[config.mk]
export PLATFORM = sky130hd
export DESIGN_NAME = apb_frame_port_flat
export DESIGN_NICKNAME = d
export VERILOG_FILES = /design/src/img_filt_pkg.sv /design/src/frame_mem_if.sv /design/src/apb_frame_port.sv /design/src/flat_wrapper.sv
export VERILOG_INCLUDE_DIRS = /design/src /design/src/src
export SDC_FILE = /design/constraint.sdc
export NUM_CORES = 1
export LEC_CHECK = 0
export ABC_AREA = 1
export BUFFER_PORTS_ARGS = -buffer_cell sky130_fd_sc_hd__buf_2
export CELL_PAD_IN_SITES_DETAIL_PLACEMENT = 0
export CELL_PAD_IN_SITES_GLOBAL_PLACEMENT = 2
export CORE_MARGIN = 3
export CORE_UTILIZATION = 12
export CTS_BUF_LIST = sky130_fd_sc_hd__clkbuf_2
export CTS_CLUSTER_DIAMETER = 40
export DETAILED_ROUTE_END_ITERATION = 8
export PLACE_DENSITY_LB_ADDON = 0.1
export SLEW_MARGIN = 15
export SYNTH_ARGS = -nofsm -noshare
export SYNTH_HDL_FRONTEND = slang
export SYNTH_SLANG_ARGS = --single-unit
[constraint.sdc]
create_clock -name rst -period 2.6 [get_ports rst]
set_input_delay 0.39 -clock rst [delete_from_list [all_inputs] [get_ports rst]]
set_output_delay 0.39 -clock rst [all_outputs]
set_load 0.02 [all_outputs]
[src/img_filt_macros.svh]
//######################################
// image size, colour widths and APB
// address width of the colour filter
//######################################
`ifndef IMG_FILT_MACROS_SVH
`define IMG_FILT_MACROS_SVH

// QQVGA / 2 frame
`define IMG_COLS 80
`define IMG_ROWS 60
`define IMG_PXLS 4800
`define NB_IMG_PXLS 13 // 4800 pixels need 13 bits

// bits per colour in the frame RAMs
`define NB_RED 4
`define NB_GREEN 4
`define NB_BLUE 4
`define NB_PXL (`NB_RED + `NB_GREEN + `NB_BLUE)

// byte address of one frame of 32-bit words, plus two region bits on top.
// 13-bit index gives 15 byte address bits, so the region lands in bits 16:15
// and the region bits always sit at NB_PADDR-1 and NB_PADDR-2
`define NB_PADDR (`NB_IMG_PXLS + 4)

`endif

[src/img_filt_pkg.sv]
//######################################
// pixel, address, filter mask, frame
// count and APB region types
//######################################
`default_nettype none
`include "img_filt_macros.svh"

package img_filt_pkg;

  // red in the top bits, then green, then blue
  typedef logic [`NB_PXL-1:0] pxl_t;

  typedef logic [`NB_IMG_PXLS-1:0] pxl_addr_t; // pixel index in a frame

  // bit 2 red, bit 1 green, bit 0 blue
  // zero = no filter
  typedef logic [2:0] rgb_filter_t;

  typedef logic [15:0] frame_cnt_t; // completed frames, wraps

  // two top address bits
  typedef enum logic [1:0] {
    ORIG = 2'b00, // original frame, read/write
    PROC = 2'b01, // processed frame, read only
    STAT = 2'b10, // filter mask and frame count
    NONE = 2'b11  // unmapped
  } apb_region_t;

endpackage

`default_nettype wire

[src/frame_mem_if.sv]
//######################################
// one port of a frame RAM
//######################################
`default_nettype none

interface frame_mem_if;

  img_filt_pkg::pxl_addr_t addr;  // pixel index
  img_filt_pkg::pxl_t      wdata;
  logic                    we;    // write on this edge
  img_filt_pkg::pxl_t      rdata; // one clock after addr

  // side that owns the address
  modport ctrl (
    output addr,
    output wdata,
    output we,
    input  rdata
  );

  // the RAM itself
  modport mem (
    input  addr,
    input  wdata,
    input  we,
    output rdata
  );

endinterface

`default_nettype wire

[src/apb_frame_port.sv]
//######################################
// APB slave onto the two frame RAMs
// plus filter and frame count status
//######################################
`default_nettype none
`include "img_filt_macros.svh"

module apb_frame_port (
  input  wire                             rst,     // clock
  input  wire                             clk,     // async reset, active high
  input  wire                             psel,
  input  wire                             penable,
  input  wire                             pwrite,
  input  wire [`NB_PADDR-1:0]             paddr,
  input  wire [31:0]                      pwdata,
  output logic [31:0]                     prdata,
  output logic                            pready,
  output logic                            pslverr,
  frame_mem_if.ctrl                       orig,    // port a of original RAM
  frame_mem_if.ctrl                       proc,    // port b of processed RAM
  input  wire img_filt_pkg::rgb_filter_t  rgb_filter,
  input  wire img_filt_pkg::frame_cnt_t   frame_cnt
);

  // WAIT is the second access cycle of a frame read
  // DONE covers the cycle after pready, bus is idle or in setup
  typedef enum logic [1:0] {IDLE, WAIT, DONE} apb_st_t;

  apb_st_t                   state;
  apb_st_t                   state_nxt;
  img_filt_pkg::apb_region_t region;
  img_filt_pkg::pxl_addr_t   pxl_idx;
  logic                      access;    // access phase of a transfer
  logic                      frame_rgn;
  logic                      idx_err;
  logic                      acc_err;
  logic                      frame_rd;  // needs the wait state

  assign access  = psel & penable;
  assign region  = img_filt_pkg::apb_region_t'(paddr[`NB_PADDR-1 -: 2]);
  assign pxl_idx = paddr[`NB_IMG_PXLS+1:2]; // word index

  assign frame_rgn = (region == img_filt_pkg::ORIG) | (region == img_filt_pkg::PROC);
  assign idx_err   = frame_rgn & (pxl_idx >= `IMG_PXLS); // past the last pixel

  // only the original frame takes writes
  assign acc_err = idx_err | (region == img_filt_pkg::NONE) |
                   (pwrite & (region != img_filt_pkg::ORIG));

  assign frame_rd = frame_rgn & ~pwrite & ~acc_err;

  // RAM ports, address held at 0 outside valid accesses
  assign orig.addr  = (access & (region == img_filt_pkg::ORIG) & ~idx_err) ? pxl_idx : '0;
  assign orig.wdata = pwdata[`NB_PXL-1:0]; // upper bus bits dropped
  assign orig.we    = (state == IDLE) & access & pwrite & ~acc_err;

  assign proc.addr  = (access & (region == img_filt_pkg::PROC) & ~idx_err) ? pxl_idx : '0;
  assign proc.wdata = '0; // read only from the host side
  assign proc.we    = 1'b0;

  always_ff @(posedge rst or posedge clk) begin
    if (clk) begin
      state <= IDLE;
    end else begin
      state <= state_nxt;
    end
  end

  always_comb begin
    state_nxt = state;
    case (state)
      IDLE: begin
        if (access) begin
          state_nxt = frame_rd ? WAIT : DONE; // RAM data next clock
        end
      end
      WAIT:    state_nxt = DONE;
      default: state_nxt = IDLE;
    endcase
  end

  // writes, status and errors finish in the first access cycle
  assign pready  = access & (((state == IDLE) & ~frame_rd) | (state == WAIT));
  assign pslverr = access & (state == IDLE) & acc_err;

  // read mux, zero unless a good read completes
  always_comb begin
    prdata = '0;
    if (pready & ~pwrite & ~acc_err) begin
      case (region)
        img_filt_pkg::ORIG: prdata = 32'(orig.rdata);
        img_filt_pkg::PROC: prdata = 32'(proc.rdata);
        img_filt_pkg::STAT: prdata = paddr[2] ? 32'(frame_cnt) : 32'(rgb_filter); // offset 4 / 0
        default:            prdata = '0;
      endcase
    end
  end

endmodule

`default_nettype wire

[src/flat_wrapper.sv]
// flat-port wrapper written by rule: the top's interface ports become plain ports
module apb_frame_port_flat 
  (rst, clk, psel, penable, pwrite, paddr, pwdata, prdata, pready, pslverr, rgb_filter, frame_cnt, orig_addr, orig_wdata, orig_we, orig_rdata, proc_addr, proc_wdata, proc_we, proc_rdata);
  frame_mem_if orig_i ();
  frame_mem_if proc_i ();
  input  wire rst;
  input  wire clk;
  input  wire psel;
  input  wire penable;
  input  wire pwrite;
  input  wire [`NB_PADDR-1:0] paddr;
  input  wire [31:0] pwdata;
  output logic [31:0] prdata;
  output logic pready;
  output logic pslverr;
  input  wire img_filt_pkg::rgb_filter_t rgb_filter;
  input  wire img_filt_pkg::frame_cnt_t frame_cnt;
  output wire logic [$bits(orig_i.addr)-1:0] orig_addr;
  output wire logic [$bits(orig_i.wdata)-1:0] orig_wdata;
  output wire logic [$bits(orig_i.we)-1:0] orig_we;
  input wire logic [$bits(orig_i.rdata)-1:0] orig_rdata;
  output wire logic [$bits(proc_i.addr)-1:0] proc_addr;
  output wire logic [$bits(proc_i.wdata)-1:0] proc_wdata;
  output wire logic [$bits(proc_i.we)-1:0] proc_we;
  input wire logic [$bits(proc_i.rdata)-1:0] proc_rdata;
  assign orig_addr = orig_i.addr;
  assign orig_wdata = orig_i.wdata;
  assign orig_we = orig_i.we;
  assign orig_i.rdata = orig_rdata;
  assign proc_addr = proc_i.addr;
  assign proc_wdata = proc_i.wdata;
  assign proc_we = proc_i.we;
  assign proc_i.rdata = proc_rdata;
  apb_frame_port u_core (.rst(rst), .clk(clk), .psel(psel), .penable(penable), .pwrite(pwrite), .paddr(paddr), .pwdata(pwdata), .prdata(prdata), .pready(pready), .pslverr(pslverr), .orig(orig_i), .proc(proc_i), .rgb_filter(rgb_filter), .frame_cnt(frame_cnt));
endmodule
; ---- Word-level counts from Yosys, hierarchy flattened
; Index checks and enable logic that the tools add are counted.
[word_totals]
reg_bits = 2
latch_bits = 0
ram_bits = 0
mem_bits_ro = 0
inputBits = 97
out_inout_bits = 86
mem_count = 0
[classes]
n_addsub = 0
multipliers = 0
div = 0
magnitude_cmp = 1
n_eq_ne = 5
shifts = 0
mux = 8
bitwise = 25
reduce_logical = 3
[op_table]
columns = op, n
row1 = 32-bit case mux with 3 select lines, 1
row2 = 32-bit two-way mux, 1
row3 = 13-bit two-way mux, 2
row4 = 1-bit bitwise AND, 17
row5 = 16-bit two-way mux, 1
row6 = 13-bit >= comparator (second input constant), 1
row7 = 2-bit by 1-bit == test with 1-bit output (second input constant), 2
row8 = 2-bit == test (second input constant), 2
row9 = 2-bit zero test, 2
row10 = 2-bit two-way mux, 2
row11 = 1-bit inverter, 4
row12 = 1-bit OR, 4
row13 = 2-bit case mux with 2 select lines, 1
row14 = 2-bit by 1-bit inequality test with 1-bit output (second input constant), 1
row15 = 2-bit nonzero test, 1

; ---- Depth between registers and ports, before layout
[logic_depth]
depth_word = 14
ltp_mapped = 9
depth_no_buf = 8

; ---- Worst setup path before layout
; No wires, ideal clock.
[synth_path]
path_type = input port to output port
start = in paddr[16]
end = out prdata[1]
t_arrival_ns = 1.449
setup_slack_ns = 0.761
stages = 7
n_path_buf = 2
cell_sequence = buf_6 > nor2_4 > buf_2 > nand2_1 > nand2_1 > nor2_1 > nor3_1
[synth_between]
elab_chain_cells = 14
word_cells_on_any_way = 21
cone_classes = eq/ne: 3 / mux: 2 / bitwise: 14 / reduce/logical: 2
[synth_rtl]
columns = item, line
row1 = start: declaration, flat_wrapper.sv:11  ; input wire [`NB_PADDR-1:0] paddr;
row2 = 2-bit by 1-bit == test with 1-bit output / 2-bit zero test (equally long branches), "apb_frame_port.sv:43, apb_frame_port.sv:90"
row3 = 1-bit OR, apb_frame_port.sv:43  ; assign frame_rgn = (region == img_filt_pkg::ORIG) | (region == img_filt_pkg::PROC);
row4 = 1-bit bitwise AND, apb_frame_port.sv:44  ; assign idx_err = frame_rgn & (pxl_idx >= `IMG_PXLS);
row5 = 1-bit OR (2 in series), apb_frame_port.sv:47  ; assign acc_err = idx_err | (region == img_filt_pkg::NONE) |
row6 = 1-bit inverter, "apb_frame_port.sv:50, apb_frame_port.sv:89"
row7 = 1-bit bitwise AND, apb_frame_port.sv:50  ; assign frame_rd = frame_rgn & ~pwrite & ~acc_err;
row8 = 1-bit inverter, apb_frame_port.sv:83  ; assign pready = access & (((state == IDLE) & ~frame_rd) | (state == WAIT));
row9 = 1-bit bitwise AND, apb_frame_port.sv:83
row10 = 1-bit OR, apb_frame_port.sv:83
row11 = 1-bit bitwise AND, apb_frame_port.sv:83
row12 = 1-bit bitwise AND (2 in series), apb_frame_port.sv:89  ; if (pready & ~pwrite & ~acc_err) begin
row13 = 32-bit two-way mux *, apb_frame_port.sv:89
row14 = end: declaration, flat_wrapper.sv:13  ; output logic [31:0] prdata;
; Every way passes the cells marked *; elsewhere a longest branch is shown, timed or not.

; ---- Worst setup path in the final report
[layout_path]
start = in paddr[10]
end = out orig_addr[3]
[layout_between]
elab_chain_cells = 5
[layout_rtl]
columns = item, line
row1 = 13-bit >= comparator (no line), n/a
row2 = 1-bit bitwise AND, apb_frame_port.sv:44
row3 = 1-bit inverter, apb_frame_port.sv:53  ; assign orig.addr = (access & (region == img_filt_pkg::ORIG) & ~idx_err) ? pxl_idx : '0;
row4 = 1-bit bitwise AND, apb_frame_port.sv:53
row5 = 13-bit two-way mux, apb_frame_port.sv:53
row6 = end: declaration, flat_wrapper.sv:18  ; output wire logic [$bits(orig_i.addr)-1:0] orig_addr;
; Every way passes these cells.

==> run metrics <==
via count 1434; Post-DP Area 1600 sq um; top-count cell post-synth nand2_1; clock slew at reported path FFs 30 ps; unique cell type count in the Yosys netlist 24; #FFs+latches synth 2; RSZ-0062 raised after global routing false; Mean Syn Cell Area 5.71 sq um; vias per inst 3.39; cell count after synthesis 203; CTS tree done; Top Ports 183; wirelength, routed 4780 um; number of global-route vias before repair 1465; EDFF count, synth 0; maximum vdd drop 0.0521 mV; max cap viols 0; DRT antenna net count 0; drc violations 0; finished layout cell area 1620 sq um; Root Buffer clkbuf_2; Initial Util 12.4%; crit-path max FO 13; CTS Buf Count 3; Synth top cells by count nand2_1, buf_4, nor2_1, inv_1, a21oi_1; startpoint types input port; registers with the most flip-flops u_core.state: 2 flops; number of diodes 0; initial antenna violation count 0; Worst setup EP type output pin; Setup Fix Bufs, Post-CTS 0; Layout Skew 3.36 ps; clk_lat worst skew 190 ps; Lkg Pwr 0.000984 uW; largest net degree at the start of global routing 19; asr flop ratio synth 100%; final hold vios 0; number of flip-flops under the largest register name 2; Worst-Margin Slew 526 ps; final worst-path cycle share 80.9%; core area 9330 sq um; Hold Crit Class input port to async pin; row count 35; Slew Limit Fails 0; crit path DAT 1710 ps; die area 10900 sq um; detailed-router iteration count before antenna repair 4; Tot GR Track Use 8.27%; Post-CTS Resized 0; yosys warns 0; Rel. slew slack 64.8%; # setup viols final 0; Pwr per Cell Area 179 nW/um^2; sequential cell area fraction in the yosys report 4.31%; status finished clean; layout cells sized above 1 45.2%; r2r worst-path depth 4; setup_tns 0 ps; Most flops, register u_core.state; total global routing overflow 0; P&R area growth vs syn 39.6%; Reg-to-Reg End u_core.state[1]$_DFFE_PP0P_; H-tree Lvls 1; post-DP HPWL 3900 um; global-route wire length before repair 7400 um; RR Startpoint u_core.state[0]$_DFFE_PP0P_; drt wl/cell 11.3 um; minimum clock period 2100 ps; hold buffer count at cts 0; Clock Sinks 2; Synth area leaders buf_4, nand2_1, nor2_1, nor3_2, inv_1; gp weighted congestion 0.680; Clock Path Buffers 2; setup slack, reg-to-reg 1330 ps; Yosys top cell by area buf_4; Die X 104 um; CP Class input port to output pin; Most used DFF post-synth dfrtp_1; Mapped Area 1160 sq um; port buffer count 107; Starting DRT DRC Count 32; fmax 476 MHz; Data required, critical path 2210 ps; Die H 104 um; nets 393; Yosys top cell area share 26.5%
[critical path, stage by stage]
cell and delay [ps]:
buf_2 90, inv_1 80, nand2_1 60, nand2_1 60
nand2_1 70, nand2_2 140, nand3_1 400, nor2_1 230
buf_2 190
[cell families (layout without fill, tap and decap cells)]
| group | after synthesis | in the layout | synth area share [%] |
|---|---|---|---|
| other cells | 1 | 29 | 0.323 |
| compound gates | 21 | 21 | 9.71 |
| simple gates | 109 | 109 | 46.7 |
| buf+inv | 70 | 133 | 38.9 |
| flops | 2 | 2 | 4.32 |
[worst max path at each step]
stage                   start            to  slack (ps)  cells after the start
finish              paddr[10]  orig_addr[3]         500                      9
detailed placement  paddr[10]  orig_addr[0]         400                      9
global placement    paddr[10]  orig_addr[3]         400                      9
floorplan           paddr[16]     prdata[1]         760                      7
global route        paddr[10]  orig_addr[0]         260                      9
CTS                 paddr[10]  orig_addr[3]         400                      9
[cell type report]
type	instances	area (sq um)
flip-flops and latches	2	50.0
inverters	21	78.8
repair buffers	109	551
fillers	1122	7710
clock buffers	3	15.0
well taps	129	161
multi-input cells	159	763
[metal layers]
layer / share of wire, % / routed length, um / vias to the layer above / GRT usage (%)
li1: - / - / 742 / -
met1: 40 / 1930 / 596 / 9.79
met2: 49 / 2330 / 94 / 15.0
met3: 11 / 504 / 2 / 2.23
met4: 0.29 / 14 / 0 / 1.42
met5: 0 / 0 / - / 0
[layout by cell type (no fill, tap or decap)]
| cell | instances |
|---|---|
| o21ai_0 | 3 |
| dfrtp_1 | 2 |
| clkbuf_2 | 3 |
| nor3_2 | 10 |
| nor2_2 | 1 |
| buf_2 | 107 |
| and3_1 | 1 |
| nor2_4 | 2 |
| a21oi_1 | 12 |
| nand2_4 | 1 |
| nand2_2 | 3 |
| inv_2 | 1 |
| nand2_1 | 43 |
| buf_4 | 2 |
| nor3_1 | 10 |
| o21a_2 | 1 |
| nand3_4 | 1 |
| o21ai_1 | 4 |
| nand3_1 | 4 |
| o21ai_2 | 1 |
| nor3b_1 | 1 |
| nor2_1 | 32 |
| inv_1 | 20 |
| conb_1 | 29 |
[metrics by stage]
stage	std cells	hold slack (ps)	util, %	setup WS, ps	power [uW]
2_1_floorplan	231	131	-	761	232
3_3_place_gp	420	240	17.2	396	248
3_5_place_dp	420	244	17.2	403	246
4_1_cts	423	29.9	17.4	403	298
5_1_grt	423	57.7	17.4	256	321
6_report	423	41.1	17.4	498	290
[report_power, final]
part           internal, uW  switching [uW]  total, uW
logic                  67.0             141        208
registers              32.9            1.47       34.4
clock network          30.6            17.3       47.9
No activity file was read; power rests on OpenSTA's default activity.
