### src/img_filt_macros.svh
//######################################
// image size, colour widths and APB
// address width of the colour filter
//######################################
`ifndef IMG_FILT_MACROS_SVH
`define IMG_FILT_MACROS_SVH

// QQVGA / 2 frame
`define IMG_COLS 80
`define IMG_ROWS 60
`define IMG_PXLS 4800
`define NB_IMG_PXLS 13 // 4800 pixels need 13 bits

// bits per colour in the frame RAMs
`define NB_RED 4
`define NB_GREEN 4
`define NB_BLUE 4
`define NB_PXL (`NB_RED + `NB_GREEN + `NB_BLUE)

// byte address of one frame of 32-bit words, plus two region bits on top.
// 13-bit index gives 15 byte address bits, so the region lands in bits 16:15
// and the region bits always sit at NB_PADDR-1 and NB_PADDR-2
`define NB_PADDR (`NB_IMG_PXLS + 4)

`endif

### src/img_filt_pkg.sv
//######################################
// pixel, address, filter mask, frame
// count and APB region types
//######################################
`default_nettype none
`include "img_filt_macros.svh"

package img_filt_pkg;

  // red in the top bits, then green, then blue
  typedef logic [`NB_PXL-1:0] pxl_t;

  typedef logic [`NB_IMG_PXLS-1:0] pxl_addr_t; // pixel index in a frame

  // bit 2 red, bit 1 green, bit 0 blue
  // zero = no filter
  typedef logic [2:0] rgb_filter_t;

  typedef logic [15:0] frame_cnt_t; // completed frames, wraps

  // two top address bits
  typedef enum logic [1:0] {
    ORIG = 2'b00, // original frame, read/write
    PROC = 2'b01, // processed frame, read only
    STAT = 2'b10, // filter mask and frame count
    NONE = 2'b11  // unmapped
  } apb_region_t;

endpackage

`default_nettype wire

### src/frame_mem_if.sv
//######################################
// one port of a frame RAM
//######################################
`default_nettype none

interface frame_mem_if;

  img_filt_pkg::pxl_addr_t addr;  // pixel index
  img_filt_pkg::pxl_t      wdata;
  logic                    we;    // write on this edge
  img_filt_pkg::pxl_t      rdata; // one clock after addr

  // side that owns the address
  modport ctrl (
    output addr,
    output wdata,
    output we,
    input  rdata
  );

  // the RAM itself
  modport mem (
    input  addr,
    input  wdata,
    input  we,
    output rdata
  );

endinterface

`default_nettype wire

### src/color_proc.sv
//######################################
// button sync, filter sequencer, scan
// pipeline and colour mask
//######################################
`default_nettype none
`include "img_filt_macros.svh"

module color_proc (
  input  wire                        rst,        // clock
  input  wire                        clk,        // async reset, active high
  input  wire                        proc_ctrl,  // push button, asynchronous
  frame_mem_if.ctrl                  orig,       // read only
  frame_mem_if.ctrl                  proc,       // write only
  output img_filt_pkg::rgb_filter_t  rgb_filter,
  output img_filt_pkg::frame_cnt_t   frame_cnt
);

  // top bit of each colour inside a pixel
  localparam int MSB_RED   = `NB_PXL - 1;
  localparam int MSB_GREEN = `NB_GREEN + `NB_BLUE - 1;
  localparam int MSB_BLUE  = `NB_BLUE - 1;

  logic                      btn_s1;
  logic                      btn_s2;
  logic                      btn_s3;     // delayed copy for the edge
  logic                      btn_rise;
  img_filt_pkg::pxl_addr_t   rd_addr;    // issue stage
  img_filt_pkg::pxl_addr_t   s1_addr;    // RAM data stage
  img_filt_pkg::pxl_addr_t   s2_addr;    // write stage
  img_filt_pkg::rgb_filter_t frame_mask;
  img_filt_pkg::rgb_filter_t issue_mask;
  img_filt_pkg::rgb_filter_t s1_mask;
  logic                      s1_vld;
  logic                      s2_we;
  logic                      last_pxl;
  logic [2:0]                msb_set;    // same order as the mask
  logic                      pass;
  img_filt_pkg::pxl_t        filt_pxl;
  img_filt_pkg::pxl_t        s2_pxl;

  // two sync flops, third one for the rising edge
  always_ff @(posedge rst or posedge clk) begin
    if (clk) begin
      btn_s1 <= 1'b0;
      btn_s2 <= 1'b0;
      btn_s3 <= 1'b0;
    end else begin
      btn_s1 <= proc_ctrl;
      btn_s2 <= btn_s1;
      btn_s3 <= btn_s2;
    end
  end

  assign btn_rise = btn_s2 & ~btn_s3;

  // none, R, G, B, RG, RB, GB, RGB and round again
  always_ff @(posedge rst or posedge clk) begin
    if (clk) begin
      rgb_filter <= 3'b000;
    end else if (btn_rise) begin
      case (rgb_filter)
        3'b000:  rgb_filter <= 3'b100;
        3'b100:  rgb_filter <= 3'b010;
        3'b010:  rgb_filter <= 3'b001;
        3'b001:  rgb_filter <= 3'b110;
        3'b110:  rgb_filter <= 3'b101;
        3'b101:  rgb_filter <= 3'b011;
        3'b011:  rgb_filter <= 3'b111;
        default: rgb_filter <= 3'b000; // after RGB
      endcase
    end
  end

  assign last_pxl = (rd_addr == `IMG_PXLS - 1);

  // new mask only at the start of a frame
  assign issue_mask = (rd_addr == '0) ? rgb_filter : frame_mask;

  // scan never stalls
  always_ff @(posedge rst or posedge clk) begin
    if (clk) begin
      rd_addr   <= '0;
      s1_vld    <= 1'b0;
      s2_we     <= 1'b0;
      frame_cnt <= '0;
    end else begin
      rd_addr <= last_pxl ? '0 : rd_addr + 1'b1;
      s1_vld  <= 1'b1;
      s2_we   <= s1_vld; // stays high after the first write
      if (s2_we && (s2_addr == `IMG_PXLS - 1)) begin
        frame_cnt <= frame_cnt + 1'b1; // last pixel written
      end
    end
  end

  // address and mask travel with the pixel
  always_ff @(posedge rst) begin
    frame_mask <= issue_mask;
    s1_addr    <= rd_addr;
    s1_mask    <= issue_mask;
    s2_addr    <= s1_addr;
    s2_pxl     <= filt_pxl;
  end

  assign msb_set = {orig.rdata[MSB_RED], orig.rdata[MSB_GREEN], orig.rdata[MSB_BLUE]};

  // unselected colours count as set
  assign pass     = &(msb_set | ~s1_mask);
  assign filt_pxl = pass ? orig.rdata : '0; // black otherwise

  assign orig.addr  = rd_addr;
  assign orig.wdata = '0;
  assign orig.we    = 1'b0;

  assign proc.addr  = s2_addr;
  assign proc.wdata = s2_pxl;
  assign proc.we    = s2_we;

endmodule

`default_nettype wire

### src/flat_wrapper.sv
// flat-port wrapper written by rule: the top's interface ports become plain ports
module color_proc_flat 
  (rst, clk, proc_ctrl, rgb_filter, frame_cnt, orig_addr, orig_wdata, orig_we, orig_rdata, proc_addr, proc_wdata, proc_we, proc_rdata);
  frame_mem_if orig_i ();
  frame_mem_if proc_i ();
  input  wire rst;
  input  wire clk;
  input  wire proc_ctrl;
  output img_filt_pkg::rgb_filter_t rgb_filter;
  output img_filt_pkg::frame_cnt_t frame_cnt;
  output wire logic [$bits(orig_i.addr)-1:0] orig_addr;
  output wire logic [$bits(orig_i.wdata)-1:0] orig_wdata;
  output wire logic [$bits(orig_i.we)-1:0] orig_we;
  input wire logic [$bits(orig_i.rdata)-1:0] orig_rdata;
  output wire logic [$bits(proc_i.addr)-1:0] proc_addr;
  output wire logic [$bits(proc_i.wdata)-1:0] proc_wdata;
  output wire logic [$bits(proc_i.we)-1:0] proc_we;
  input wire logic [$bits(proc_i.rdata)-1:0] proc_rdata;
  assign orig_addr = orig_i.addr;
  assign orig_wdata = orig_i.wdata;
  assign orig_we = orig_i.we;
  assign orig_i.rdata = orig_rdata;
  assign proc_addr = proc_i.addr;
  assign proc_wdata = proc_i.wdata;
  assign proc_we = proc_i.we;
  assign proc_i.rdata = proc_rdata;
  color_proc u_core (.rst(rst), .clk(clk), .proc_ctrl(proc_ctrl), .orig(orig_i), .proc(proc_i), .rgb_filter(rgb_filter), .frame_cnt(frame_cnt));
endmodule
### config.mk
export PLATFORM = sky130hd
export DESIGN_NAME = color_proc_flat
export DESIGN_NICKNAME = d
export VERILOG_FILES = /design/src/img_filt_pkg.sv /design/src/frame_mem_if.sv /design/src/color_proc.sv /design/src/flat_wrapper.sv
export VERILOG_INCLUDE_DIRS = /design/src /design/src/src
export SDC_FILE = /design/constraint.sdc
export NUM_CORES = 1
export LEC_CHECK = 0
export ABC_AREA = 1
export BUFFER_PORTS_ARGS = -buffer_cell sky130_fd_sc_hd__buf_2
export CELL_PAD_IN_SITES_DETAIL_PLACEMENT = 0
export CELL_PAD_IN_SITES_GLOBAL_PLACEMENT = 1
export CORE_UTILIZATION = 41
export CTS_BUF_LIST = sky130_fd_sc_hd__clkbuf_4 sky130_fd_sc_hd__clkbuf_8
export CTS_CLUSTER_SIZE = 14
export DETAILED_ROUTE_END_ITERATION = 16
export GPL_TIMING_DRIVEN = 0
export HOLD_SLACK_MARGIN = 0.06
export PLACE_DENSITY = 0.83
export SYNTH_ARGS = -nofsm -noshare
export SYNTH_HDL_FRONTEND = slang
export SYNTH_SLANG_ARGS = --single-unit
### constraint.sdc
create_clock -name rst -period 3.7 [get_ports rst]
set_input_delay 0.555 -clock rst [delete_from_list [all_inputs] [get_ports rst]]
set_output_delay 0.555 -clock rst [all_outputs]
set_load 0.02 [all_outputs]
Word level (Yosys, flattened, before mapping):

Index checks and enable logic that the tools add are counted.
W data, S select, Z words.

* register bits after elaboration: 78
* bits of input ports: 27
* output and inout bits: 71
* logic and storage cells: 32

* add/subtract/negate cells: 2
* equal/unequal tests: 8
* mux-type cells: 2
* bitwise logic cells: 4
* reduce and logical (&&, ||, !) cells: 4

Operators by type and width (number)
* $eq A13 B13 Y1 const B: 2
* $pmux W3 S7: 1
* $add A16 B1 Y16 const B: 1
* $add A13 B1 Y13 const B: 1
* $logic_not A13 Y1: 1
* $mux W13: 1
* $eq A3 B3 Y1 const B: 3
* $eq A3 B2 Y1 const B: 2
* $eq A3 B1 Y1 const B: 1
* $logic_not A3 Y1: 1
* $not A3 Y3: 1
* $or A3 B3 Y3: 1
* $reduce_and A3 Y1: 1
* $and A1 B1 Y1: 1
* $logic_and A1 B1 Y1: 1
* $not A1 Y1: 1

Depth between registers and ports, before layout:

* depth in word-level cells: 3
* mapped depth: 9

Worst setup path after synthesis:

No wires, ideal clock.

* path type: register -> register
* from: register u_core.rd_addr[0], in the netlist u_core.orig.addr[0]
* to: register u_core.rd_addr[9], in the netlist u_core.orig.addr[9]
* library setup time: 0.120 ns
* arrival time: 1.343 ns
* data required time: 3.580 ns
* path slack: 2.237 ns
* cell stages (with the launch flop): 9
* path buffers: 0
* clock period less this slack: 1.463 ns
* path through: dfrtp_1 ha_1 nand2_1 inv_1 nand3_4 nor3_4 inv_1 nand2_1 nor2_1

* longest elaborated chain between the ends: 2
* elaborated cells on any way between the ends: 3

Ends and longest elaborated chain
* start, declared: RTL line color_proc.sv:27 `img_filt_pkg::pxl_addr_t rd_addr;`
* start signal, assigned: RTL line color_proc.sv:87 `rd_addr <= last_pxl ? '0 : rd_addr + 1'b1;`
* $add A13 B1 Y13 or $eq A13 B13 Y1 (tied branches): RTL line color_proc.sv:87, color_proc.sv:74
* $mux W13 *: RTL line color_proc.sv:87

Every way passes the cells marked *; elsewhere a longest branch is shown, timed or not.
A chain may end at the register's enable or synchronous reset.

Final worst setup path:

* from: register u_core.rd_addr[0], in the netlist u_core.orig.addr[0]
* to: register u_core.frame_mask[0] (enable)

* longest elaborated chain between the ends: 1

Ends and longest elaborated chain
* $logic_not A13 Y1: RTL line color_proc.sv:77 `assign issue_mask = (rd_addr == '0) ? rgb_filter : frame_mask;`
* end signal, assigned: RTL line color_proc.sv:98 `frame_mask <= issue_mask;`
* end, declared: RTL line color_proc.sv:30 `img_filt_pkg::rgb_filter_t frame_mask;`

Every way passes these cells.

==> impl_metrics.toml <==
[sta]
max_slew_margin_pct = 44.61
tightestPinTransition_ns = 0.8296
final.period_utilization_pct = 44.52
finalMaxSlewViolations = 0
finalHoldViolations = 0
rsz0062_at_grt = "no"
timing.final.setup_violations = 0
finalWorstSetupSlack_ns = 2.053
period_needed_ns = 1.647
max_freq_mhz = 607.1
fin_clk_skew_ns = 0.008199
final.setup.tns_ns = 0
fin_worst_hold_slack_ns = 0.3072

[layout]
nets = 488
final_design_utilization_pct = 52.60
layout.cells.most_common_list = "sky130_fd_sc_hd__nand2_1, sky130_fd_sc_hd__buf_2, sky130_fd_sc_hd__inv_1"
postLayoutCellArea_mm2 = 0.003856
n_antenna_cell = 0
drive_above_1_share_pct = 24.41
n_fill_cell = 725
most_common_cell_after_layout_fill_and_taps_aside = "sky130_fd_sc_hd__nand2_1"
layout_area_overhead_pct = 23.23

[pwr]
ir_drop_uv = 190.3
power_leakage_uw = 0.002075
power-per-cell-area_mw_per_mm2 = 429.2

[clocking]
cts_buf_count = 9
worst_setup_hold_path_clk_slew_ns = 0.08
cts_max_level = 3
post_cts_buffers = 0
clock-root-buffer = "sky130_fd_sc_hd__clkbuf_8"
cts_tree = "yes"
cts.hold.buffers_added = 0
clock_sink_count = 78
cts-resized-gates = 0
clockBufferDepth = 2
clk_latency_ns = 0.35

[floorplanning]
floorplan.initialDensity_pct = 42.69
floorplan.die_area_mm2 = 0.007986
fp.dieW_um = 89.37
design.core.area_mm2 = 0.007331
ios = 98
row_count = 31
chipHeight_um = 89.37

[setup_path]
crit_path_max_fanout = 6
critPathCaptureType = "register"
start_kind = "register"
critPathKind = "reg -> reg"
critPathArrivalTime_ns = 1.63
cp.required_ns = 3.68

[logic_synthesis]
synth_seq_area_share_pct = 56.78
ys_ff_latch = 78
ys_warn_count = 0
netlist_instances = 363
synthesized_area_per_cell_um2 = 8.621
syn_area_mm2 = 0.003129
yosys-top-cells-area = "sky130_fd_sc_hd__dfrtp_1, sky130_fd_sc_hd__dfxtp_1, sky130_fd_sc_hd__nand2_1, sky130_fd_sc_hd__inv_1, sky130_fd_sc_hd__nor2_1"
area_fraction_of_the_dominant_cell_type_after_synthesis_pct = 29.59
synth_top_area_cell = "sky130_fd_sc_hd__dfrtp_1"
netlist-cell-type-count = 28

[route]
num_vias = 2463
routed_via_density = 4.383
routed_wl_um = 6138
detail_route.wl_per_cell_um = 10.92
firstDrtPassIters = 4
detail_route.drc_violations = 0
initialDrtViolationCount = 82
antenna_violating_nets_remaining = 0

[placement]
dpl_worst_slack_ns = 2.065
place_hpwl_um = 4595
gp_congestion = 0.9776
number_of_input_and_output_port_buffers_inserted = 72
dpl-instance-area_mm2 = 0.003659

[global_route]
grt_pass1_vias = 2232
grt_pass1_wl_um = 10010
grt.overflow.total = 0
grt_start_max_net_pins = 38
overall_global_routing_usage_pct = 16.98
initial_antenna_violation_count = 0

[job]
cap_violations = 0

[hold_path]
worst_hold_path_type = "in -> reg"

[outcome]
run_status = "finished, final reports clean"
==> cell families after synthesis <==
kind of cell    after synthesis  share of synthesized area, %
compound gates                9                         1.599
mux                           1                        0.3199
flops                        78                         56.78
simple gates                188                         26.75
fa+ha+maj                     3                         1.200
xor+xnor                     10                         2.799
buf+inv                      72                         10.32
other cells                   2                        0.2400
==> routing by layer <==
layer | vias to the layer above | global-route usage, % | routed length, µm
met2 | 73 | 27.69 | 2886
met5 | - | 0 | 0
met1 | 1104 | 20.09 | 2667
met3 | 16 | 4.432 | 415
li1 | 1270 | - | -
met4 | 0 | 10.39 | 169
==> report_power, final <==
part	total, µW	switching (µW)	leakage, µW	internal [µW]
sequential	898	19.6	0.000824	879
combinational	125	82.4	0.00115	43.1
clock	631	302	0.000105	330
==> registers in the layout, indices dropped and copies added, names as in the netlist <==
name               count
u_core.orig.addr      13
u_core.proc.wdata     12
u_core.frame_mask      3
u_core.btn_s3          1
u_core.btn_s2          1
u_core.s1_addr        13
u_core.btn_s1          1
u_core.frame_cnt      16
u_core.proc.addr      13
u_core.rgb_filter      3
u_core.proc.we         1
u_core.s1_vld          1
==> cell type report <==
| type | count | area, µm² | share of cell area, % |
|---|---|---|---|
| plain buffers | 15 | 108.9 | 2.823 |
| clock buffers | 11 | 138.9 | 3.602 |
| clock inverters | 5 | 58.81 | 1.525 |
| inverters | 57 | 214.0 | 5.548 |
| multi-input cells | 225 | 1075 | 27.87 |
| flip-flops and latches | 78 | 1777 | 46.07 |
| well taps | 99 | 123.9 | 3.212 |
| repair buffers | 72 | 360.3 | 9.345 |
==> through the flow <==
step | total power, µW | std cells
after floorplan | 1002 | 375
after global placement | 1041 | 546
after detailed placement | 1047 | 546
after CTS | 1680 | 562
after global routing | 1732 | 562
final | 1655 | 562
==> critical path, cell delays in order, from the launching register on <==
cell	delay, ns
sky130_fd_sc_hd__dfrtp_1	0.44
sky130_fd_sc_hd__inv_1	0.08
sky130_fd_sc_hd__ha_1	0.16
sky130_fd_sc_hd__nand3_1	0.08
sky130_fd_sc_hd__nor3_1	0.52
==> synthesized netlist by cell type <==
cell type                   n
sky130_fd_sc_hd__nand3_1   18
sky130_fd_sc_hd__dfxtp_1   38
sky130_fd_sc_hd__nand2_1   92
sky130_fd_sc_hd__o21ai_0    4
sky130_fd_sc_hd__conb_1     2
sky130_fd_sc_hd__inv_1     56
sky130_fd_sc_hd__mux2i_1    1
sky130_fd_sc_hd__edfxtp_1   3
sky130_fd_sc_hd__inv_2      1
sky130_fd_sc_hd__nor2_2     4
sky130_fd_sc_hd__xor2_1     9
sky130_fd_sc_hd__nor2_4     1
sky130_fd_sc_hd__a21oi_1    3
sky130_fd_sc_hd__nor3_1     6
sky130_fd_sc_hd__o211ai_1   1
sky130_fd_sc_hd__nor3_4     1
sky130_fd_sc_hd__buf_4     14
sky130_fd_sc_hd__ha_1       3
sky130_fd_sc_hd__nand3_4    1
sky130_fd_sc_hd__nand4_1    8
sky130_fd_sc_hd__a22oi_1    1
sky130_fd_sc_hd__xnor2_1    1
sky130_fd_sc_hd__nand3b_1   6
sky130_fd_sc_hd__nor2_1    48
sky130_fd_sc_hd__clkbuf_1   1
sky130_fd_sc_hd__dfrtp_1   37
sky130_fd_sc_hd__and2_1     1
sky130_fd_sc_hd__nor3_2     2
==> path summary, 6_finish.rpt <==
kind                                     start              endpoint  slack, ns  cells after the start
setup reg to reg           u_core.orig.addr[0]  u_core.frame_mask[0]       2.05                      4
setup / recovery           u_core.orig.addr[0]  u_core.frame_mask[0]       2.05                      4
hold reg to reg              u_core.s1_addr[5]   u_core.proc.addr[5]       0.33                      0
hold / removal                       proc_ctrl         u_core.btn_s1       0.31                      1
max in group asynchronous                  clk   u_core.frame_cnt[1]       2.80                      2
min in group asynchronous                  clk   u_core.orig.addr[0]       0.36                      2
No activity file was read; power rests on OpenSTA's default activity.
